**config.mk**
```make
export PLATFORM = sky130hd
export DESIGN_NAME = iexpandTop
export DESIGN_NICKNAME = d
export VERILOG_FILES = /design/src/iexpPkg.sv /design/src/compressedExpander.sv /design/src/expandSelect.sv /design/src/iexpandTop.sv /design/src/wideFormatter.sv
export SDC_FILE = /design/constraint.sdc
export NUM_CORES = 1
export LEC_CHECK = 0
export BUFFER_PORTS_ARGS = -buffer_cell sky130_fd_sc_hd__buf_2
export CORE_MARGIN = 5
export CORE_UTILIZATION = 52
export CTS_CLUSTER_DIAMETER = 60
export DETAILED_ROUTE_END_ITERATION = 16
export PLACE_DENSITY = 0.82
export RECOVER_POWER = 50
export SLEW_MARGIN = 20
export SYNTH_ARGS = -nofsm -noshare
export SYNTH_HDL_FRONTEND = slang
export SYNTH_SLANG_ARGS = --single-unit
```
**constraint.sdc**
```tcl
create_clock -name clk -period 7.36 [get_ports clk]
set_input_delay 1.472 -clock clk [delete_from_list [all_inputs] [get_ports clk]]
set_output_delay 1.472 -clock clk [all_outputs]
set_load 0.005 [all_outputs]
```
**src/iexpPkg.sv**
```systemverilog
// Shared opcodes, register numbers and bundle types for the expansion stage
// Modules import this inside their body and use scoped names in port lists
package iexpPkg;

	// ====================
	// Major opcodes of the canonical form
	localparam logic [5:0] opBrk  = 6'h00;
	localparam logic [5:0] opR2   = 6'h02;
	localparam logic [5:0] opAddi = 6'h04;
	localparam logic [5:0] opAndi = 6'h08;
	localparam logic [5:0] opOri  = 6'h09;
	localparam logic [5:0] opJal  = 6'h18;
	localparam logic [5:0] opLx   = 6'h20;
	localparam logic [5:0] opRet  = 6'h29;
	localparam logic [5:0] opSx   = 6'h30;
	localparam logic [5:0] opBcc  = 6'h38;
	localparam logic [5:0] opNop  = 6'h3D;

	// R2 function codes, bits 31:26
	localparam logic [5:0] fnAdd    = 6'h04;
	localparam logic [5:0] fnSub    = 6'h05;
	localparam logic [5:0] fnAnd    = 6'h08;
	localparam logic [5:0] fnOr     = 6'h09;
	localparam logic [5:0] fnXor    = 6'h0A;
	localparam logic [5:0] fnShiftI = 6'h0F;	// Shift by immediate 0 to 31
	localparam logic [5:0] fnMov    = 6'h22;

	localparam logic [4:0] regSp   = 5'd31;
	localparam logic [4:0] regFp   = 5'd30;
	localparam logic [4:0] regLink = 5'd29;

	localparam logic [1:0] sizeWide32 = 2'b10;
	localparam logic [1:0] sizeWide48 = 2'b11;

	// Major opcodes accepted in a 32-bit or 48-bit instruction
	localparam logic [63:0] legalMajorOps = (64'd1 << opBrk) | (64'd1 << opR2) |
		(64'd1 << opAddi) | (64'd1 << opAndi) | (64'd1 << opOri) | (64'd1 << opJal) |
		(64'd1 << opLx) | (64'd1 << opRet) | (64'd1 << opSx) | (64'd1 << opBcc) |
		(64'd1 << opNop);

	// ====================
	typedef logic [47:0] instrWord;
	typedef logic [7:0][4:0] compressedMap;

	// Entry 0 is the rightmost element
	localparam compressedMap cRegMap = {5'd20, 5'd19, 5'd18, 5'd12, 5'd11, 5'd4, 5'd3, 5'd1};

	typedef struct packed {
		logic valid;
		instrWord window;	// Low parcel in bits 15:0
		logic [31:0] pc;
	} fetchBundle;

	typedef struct packed {
		logic valid;
		instrWord instr;
		logic [31:0] pc;
		logic [2:0] length;	// Bytes
		logic compressed;
		logic illegal;
	} expandResult;

	typedef struct packed {
		instrWord instr;
		logic illegal;
	} widePath;

endpackage

```
**src/compressedExpander.sv**
```systemverilog
// Expands a 16-bit compressed parcel into the 48-bit canonical form
// Purely combinational, output always carries size class 10
`timescale 1ns/1ps

module compressedExpander
(
	input  logic [15:0] cinstr,
	output iexpPkg::instrWord expand
);
	import iexpPkg::*;

	logic [4:0] rd;		// Full register field
	logic [4:0] imm5;	// Common 5-bit immediate
	logic [4:0] rpLow;	// Mapped register from bits 2:0
	logic [4:0] rpMid;	// Mapped register from bits 9:8 and 5
	logic [4:0] rpSrc;	// Mapped source of register-register ops
	logic [4:0] frameBase;

	assign rd = cinstr[4:0];
	assign imm5 = {cinstr[11:8], cinstr[5]};
	assign rpLow = cRegMap[cinstr[2:0]];
	assign rpMid = cRegMap[{cinstr[9:8], cinstr[5]}];
	assign rpSrc = cRegMap[{cinstr[9:8], cinstr[3]}];
	assign frameBase = cinstr[13] ? regFp : regSp;

	always_comb
	begin
		expand = '0;		// Upper parcel and unused fields stay zero
		expand[7:6] = 2'b10;
		casez ({cinstr[15:12], cinstr[6]})
		// ====================
		// Immediate group
		5'b00000:
		begin
			if (rd == regSp)
				expand[31:18] = {{6{cinstr[11]}}, imm5, 3'b000};	// Stack adjust in words
			else
				expand[31:18] = {{9{cinstr[11]}}, imm5};
			expand[17:13] = rd;
			expand[12:8] = rd;
			expand[5:0] = opAddi;
		end
		5'b00010:
		begin
			if (rd == 5'd0)
			begin
				expand[23:21] = 3'd1;		// System call class
				expand[15:8] = {3'd1, imm5};	// Cause code
				expand[5:0] = opBrk;
			end
			else
			begin
				expand[31:18] = {{9{cinstr[11]}}, imm5};	// LDI as ORI from r0
				expand[17:13] = rd;
				expand[5:0] = opOri;
			end
		end
		5'b00100:
		begin
			if (rd == 5'd0)
			begin
				expand[31:18] = {6'd0, imm5, 3'b000};	// Stack release on return
				expand[17:13] = regLink;
				expand[12:8] = regSp;
				expand[5:0] = opRet;
			end
			else
			begin
				expand[31:18] = {{9{cinstr[11]}}, imm5};
				expand[17:13] = rd;
				expand[12:8] = rd;
				expand[5:0] = opAndi;
			end
		end
		5'b00110:
		begin
			expand[31:26] = fnShiftI;	// SHLI
			expand[22:18] = imm5;
			expand[17:13] = rd;
			expand[12:8] = rd;
			expand[5:0] = opR2;
		end
		// ====================
		// Mapped-register group
		5'b01000:
		begin
			expand[17:13] = rpLow;
			expand[12:8] = rpLow;
			if (cinstr[5] == 1'b0)
			begin
				expand[31:26] = fnShiftI;
				expand[25:23] = cinstr[4] ? 3'd3 : 3'd1;	// ASR or SHR
				expand[22:18] = {cinstr[11:8], cinstr[3]};
				expand[5:0] = opR2;
			end
			else if (cinstr[4] == 1'b0)
			begin
				expand[31:18] = {{9{cinstr[11]}}, cinstr[11:8], cinstr[3]};
				expand[5:0] = opOri;
			end
			else
			begin
				case (cinstr[11:10])
				2'd0:
					expand[31:26] = fnSub;
				2'd1:
					expand[31:26] = fnAnd;
				2'd2:
					expand[31:26] = fnOr;
				default:
					expand[31:26] = fnXor;
				endcase
				expand[25:23] = 3'b011;		// Word size
				expand[22:18] = rpSrc;
				expand[5:0] = opR2;
			end
		end
		// ====================
		// Flow control and moves
		5'b01110:
		begin
			expand[31:23] = {cinstr[11], cinstr[11:8], cinstr[5:2]};	// Always taken
			expand[17:16] = cinstr[1:0];
			expand[5:0] = opBcc;
		end
		5'b1???0:
		begin
			expand[31:23] = {{4{cinstr[13]}}, cinstr[13:9]};
			expand[17:16] = {cinstr[8], cinstr[5]};
			expand[15:13] = {2'b00, cinstr[14]};	// BEQ or BNE against r0
			expand[12:8] = rd;
			expand[5:0] = opBcc;
		end
		5'b00001:
		begin
			expand[31:26] = fnMov;
			expand[25:23] = 3'd7;
			expand[17:13] = imm5;
			expand[12:8] = rd;
			expand[5:0] = opR2;
		end
		5'b00011:
		begin
			expand[31:26] = fnAdd;
			expand[25:23] = 3'b011;
			expand[22:18] = imm5;
			expand[17:13] = rd;
			expand[12:8] = rd;
			expand[5:0] = opR2;
		end
		5'b00101:
		begin
			expand[17:13] = imm5;	// JALR link register
			expand[12:8] = rd;
			expand[5:0] = opJal;
		end
		// ====================
		// Loads and stores, size tag in the displacement low bits
		5'b01??1:
		begin
			if (cinstr[12])
				expand[31:18] = {{6{cinstr[11]}}, imm5, 3'd4};
			else
				expand[31:18] = {{7{cinstr[11]}}, imm5, 2'd2};
			expand[17:13] = rd;
			expand[12:8] = frameBase;
			expand[5:0] = opLx;
		end
		5'b10??1:
		begin
			if (cinstr[12])
			begin
				expand[31:23] = {{6{cinstr[11]}}, cinstr[11:9]};
				expand[17:13] = {cinstr[8], cinstr[5], 3'd4};
			end
			else
			begin
				expand[31:23] = {{7{cinstr[11]}}, cinstr[11:10]};
				expand[17:13] = {cinstr[9:8], cinstr[5], 2'd2};
			end
			expand[22:18] = rd;
			expand[12:8] = frameBase;
			expand[5:0] = opSx;
		end
		5'b11??1:
		begin
			expand[12:8] = rpLow;
			if (cinstr[13] == 1'b0)
			begin
				if (cinstr[12])
					expand[31:18] = {{7{cinstr[11]}}, cinstr[11:10], cinstr[4:3], 3'd4};
				else
					expand[31:18] = {{8{cinstr[11]}}, cinstr[11:10], cinstr[4:3], 2'd2};
				expand[17:13] = rpMid;
				expand[5:0] = opLx;
			end
			else
			begin
				if (cinstr[12])
				begin
					expand[31:23] = {{7{cinstr[11]}}, cinstr[11:10]};
					expand[17:13] = {cinstr[4:3], 3'd4};
				end
				else
				begin
					expand[31:23] = {{8{cinstr[11]}}, cinstr[11]};
					expand[17:13] = {cinstr[10], cinstr[4:3], 2'd2};
				end
				expand[22:18] = rpMid;
				expand[5:0] = opSx;
			end
		end
		default:
			expand[5:0] = opNop;	// Unassigned encoding
		endcase
	end

endmodule

```
**src/expandSelect.sv**
```systemverilog
// Picks the compressed or the wide result by size class and registers it
// One cycle of latency, output held while stall is high
`timescale 1ns/1ps

module expandSelect
(
	input  logic clk,
	input  logic rstN,
	input  logic stall,
	input  iexpPkg::fetchBundle fetchIn,
	input  iexpPkg::instrWord cExpanded,
	input  iexpPkg::widePath wideOut,
	output iexpPkg::expandResult result
);
	import iexpPkg::*;

	logic isCompressed;
	expandResult nextResult;

	assign isCompressed = ~fetchIn.window[7];

	always_comb
	begin
		nextResult.valid = fetchIn.valid;
		nextResult.pc = fetchIn.pc;
		nextResult.compressed = isCompressed;
		if (isCompressed)
		begin
			nextResult.instr = cExpanded;
			nextResult.length = 3'd2;
			nextResult.illegal = 1'b0;
		end
		else
		begin
			nextResult.instr = wideOut.instr;
			nextResult.length = (fetchIn.window[7:6] == sizeWide48) ? 3'd6 : 3'd4;
			nextResult.illegal = fetchIn.valid & wideOut.illegal;	// Only flagged on a real bundle
		end
	end

	// ====================
	// Output register
	always_ff @(posedge clk)
	begin
		if (!rstN)
		begin
			result.valid <= 1'b0;
			result.illegal <= 1'b0;
		end
		else if (!stall)
			result <= nextResult;	// Idle cycle drops valid here
	end

endmodule

```
**src/iexpandTop.sv**
```systemverilog
// Top level of the instruction-expansion stage
// Takes one fetch window per cycle, returns its canonical form a cycle later
`timescale 1ns/1ps

module iexpandTop
(
	input  logic clk,
	input  logic rstN,
	input  logic stall,
	input  iexpPkg::fetchBundle fetchIn,
	output iexpPkg::expandResult result
);
	import iexpPkg::*;

	instrWord cExpanded;
	widePath wideOut;

	compressedExpander compressedExpander_inst
	(
		.cinstr(fetchIn.window[15:0]),	// Low parcel only
		.expand(cExpanded)
	);

	wideFormatter wideFormatter_inst
	(
		.window(fetchIn.window),
		.wideOut(wideOut)
	);

	expandSelect expandSelect_inst
	(
		.clk(clk),
		.rstN(rstN),
		.stall(stall),
		.fetchIn(fetchIn),
		.cExpanded(cExpanded),
		.wideOut(wideOut),
		.result(result)
	);

endmodule

```
**src/wideFormatter.sv**
```systemverilog
// Legality check and formatting of 32-bit and 48-bit instructions
// Combinational, feeds the wide input of the selector
`timescale 1ns/1ps

module wideFormatter
(
	input  iexpPkg::instrWord window,
	output iexpPkg::widePath wideOut
);
	import iexpPkg::*;

	logic [5:0] majorOp;
	logic is32;
	logic opLegal;

	assign majorOp = window[5:0];
	assign is32 = (window[7:6] == sizeWide32);
	assign opLegal = legalMajorOps[majorOp];

	// 48-bit windows pass through whole
	always_comb
	begin
		wideOut.instr = window;
		if (is32)
			wideOut.instr[47:32] = 16'h0000;	// Parcel belongs to the next instruction
		wideOut.illegal = ~opLegal;
	end

endmodule
```
==> results.py <==
metrics = {
    "status": {
        "outcome": "finished, violations left",
        "failed_checks": "max-capacitance violations, max-slew violations",
    },
    "logic_synthesis": {
        "synth_area_um2": 5180,
        "async_reset_ff_share_pct": 0,
        "synthXorXnorAreaFrac_pct": 0.5072,
        "synth_mux_area_share_pct": 1.932,
        "synth_top_family_by_area": "compound AO/OA/AOI/OAI gates",
        "synthSimpleGateAreaFrac_pct": 16.88,
        "synthFlopType": "edfxtp_1",
        "synth.distinct_cells": 72,
        "avgSynthCellArea_um2": 10.14,
        "synth_edf_count": 82,
        "ys_ff_latch": 84,
        "ys_seq_area_share_pct": 48.31,
        "synth-compound-area-share_pct": 22.51,
        "ys_warn_count": 0,
        "synth.top_cell.area_share_pct": 47.54,
        "synth_top_area_cell": "edfxtp_1",
        "synth_cells": 511,
        "synth_area_leaders": "edfxtp_1 48%, a21oi_1 4.7%, ha_1 3.9%, nand2_1 3.0%, o21ai_0 2.7%",
        "synth.net_count": 611,
        "synthAdderAreaFrac_pct": 3.865,
    },
    "power_and_ir_drop": {
        "power.density_nw_per_um2": 178.7,
        "p_total_mw": 1.083,
        "leakage_nw": 2.296,
        "peakVddDrop_mv": 0.1056,
    },
    "final_layout": {
        "final_util_pct": 62.29,
        "nFillCells": 876,
        "fin_nets": 749,
        "regMostFlops": "expandSelect_inst.result",
        "final_cell_mix": "110 x buf_2, 82 x edfxtp_1, 60 x clkbuf_1",
        "final_common_cell": "buf_2",
        "drive_gt1_share_pct": 23.09,
        "stdcell_count": 789,
        "largest_register_ffs": 84,
        "largestRegisters": "expandSelect_inst.result: 84 flops",
        "area_growth_pct": 17.00,
    },
    "timing": {
        "max_slew.worst_pin.slew_ps": 2308,
        "slew_headroom_pct": -53.88,
        "fin_skew_ps": 0,
        "setup_viol": 0,
        "finalWorstSetupSlack_ps": 2362,
        "max_freq_ghz": 0.2001,
        "slew_viol_final": 55,
        "fin_tns_setup_ps": 0,
        "hold_viol": 0,
        "min_period_ps": 4998,
        "rsz0062_at_grt": "no",
        "fin_crit_sh_pct": 67.91,
    },
    "critical_path": {
        "worstPathRequired_ps": 7450,
        "critPathLaunchType": "input port",
        "ff2ff_path_depth": 1,
        "rr_startpoint": "expandSelect_inst.result[0]",
        "arrival_ps": 5090,
        "startpoint": "fetchIn[39]",
        "path_class": "input port to flip-flop",
        "cp-end-kind": "flip-flop",
        "crit_fanout": 54,
    },
    "clock_network": {
        "cts_setup_buffers": 0,
        "clk_pin_slew_ps": 90,
        "cts_hold_buf": 0,
        "cts_resized": 0,
        "cts_max_path_buffers": 2,
        "cts_sinks": 84,
        "cts_tree": "built",
        "cts_buffers": 9,
        "cts_htree_levels": 3,
        "cts_root_buf": "clkbuf_8",
        "worstSkewPairLatency_ps": 340,
    },
    "worst_hold_path": {
        "min_path_cells": 1,
        "min_path_type": "flip-flop to flip-flop",
        "min-delay-start": "expandSelect_inst.result[0]",
    },
    "global_routing": {
        "grt_pass1_vias": 4583,
        "grt_max_degree": 79,
        "grt_antenna_before_repair": 3,
        "gr-total-overflow": 0,
        "grtUsageTotal_pct": 29.84,
        "grt_first_pass_wirelength_um": 26720,
    },
    "floorplanning": {
        "io_pins": 170,
        "core-area_um2": 9729,
        "rows": 36,
        "die_y_um": 109.8,
        "die-area_um2": 12060,
        "dieWidth_um": 109.8,
        "start_util_pct": 53.24,
    },
    "route": {
        "avgViaCountPerCell": 6.373,
        "via_count": 5028,
        "drtIter0Drc": 783,
        "drt-pass1-iter-count": 7,
        "routed_wl_um": 18490,
        "post-route-drc-count": 0,
        "wl_per_cell_um": 23.43,
        "ant_nets": 0,
    },
    "placed_design": {
        "io_buffers": 167,
        "dp.cells": 771,
        "hpwlAfterDp_um": 13790,
        "gp_congestion": 0.9968,
        "pre_cts_ws_ps": 3422,
    },
    "job": {
        "cap_viol_max_count": 1,
    },
}
-- worst max-delay path, stage by stage --
cell and delay [ps]:
buf_2 70, clkbuf_1 1620, clkinv_1 960, o21ai_1 530, a31oi_1 120, a221o_1 280
-- path summary, 6_finish.rpt --
| kind | to | slack (ps) |
|---|---|---|
| worst max-delay path | expandSelect_inst.result[68] | 2360 |
| worst min-delay path | expandSelect_inst.result[0] | 510 |
| worst max register to register | expandSelect_inst.result[0] | 6690 |
| worst min register to register | expandSelect_inst.result[0] | 510 |
-- synthesized netlist by cell type, drive strengths merged (5+ instances only) --
| cell | instances |
|---|---|
| nand2 | 44 |
| edfxtp | 82 |
| and3 | 19 |
| mux2i | 10 |
| a31oi | 10 |
| inv | 11 |
| nor2b | 11 |
| nand2b | 10 |
| o22ai | 15 |
| a21oi | 49 |
| a22oi | 6 |
| clkbuf | 14 |
| a21o | 5 |
| buf | 30 |
| nor2 | 38 |
| a32oi | 10 |
| nand3 | 11 |
| ha | 16 |
| a221oi | 5 |
| nor3 | 14 |
| a221o | 7 |
| o21ai | 39 |
-- kinds of logic after synthesis --
family	after synthesis
AND/OR/NAND/NOR	161
flip-flops	84
adder cells (fa/ha/maj)	16
XOR/XNOR	3
multiplexers	10
other	2
AO/OA/AOI/OAI	177
buffers and inverters	58
-- power by group --
group	internal, mW	switching [mW]	leakage (nW)
registers	0.564	0.00930	0.761
logic	0.0788	0.145	1.46
clock network	0.124	0.162	0.0799
-- metal layers --
metal	track usage (%)	up-vias	wire length [um]
li1	-	2222	-
met5	0	-	12
met2	47.44	425	8485
met4	15.85	2	978
met3	6.929	73	2196
met1	37.71	2306	6815
-- per-stage QoR --
stage | hold slack [ps] | area (um2)
4_1_cts | 509.3 | 6138
3_5_place_dp | 489.2 | 5969
5_1_grt | 548.4 | 6061
3_3_place_gp | 476.1 | 5969
6_report | 511.1 | 6061
2_1_floorplan | 492.2 | 5180
-- final cells by class --
type / count / area [um2] / area share (%)
Inverter: 14 / 52.55 / 0.8671
Clock inverter: 5 / 37.54 / 0.6193
Clock buffer: 11 / 131.4 / 2.168
Multi-Input combinational cell: 369 / 2375 / 39.18
Antenna cell: 2 / 5.005 / 0.08258
Sequential cell: 84 / 2502 / 41.29
Timing Repair Buffer: 171 / 790.8 / 13.05
Tap cell: 133 / 166.4 / 2.746
(Power assumes the default switching activity.)
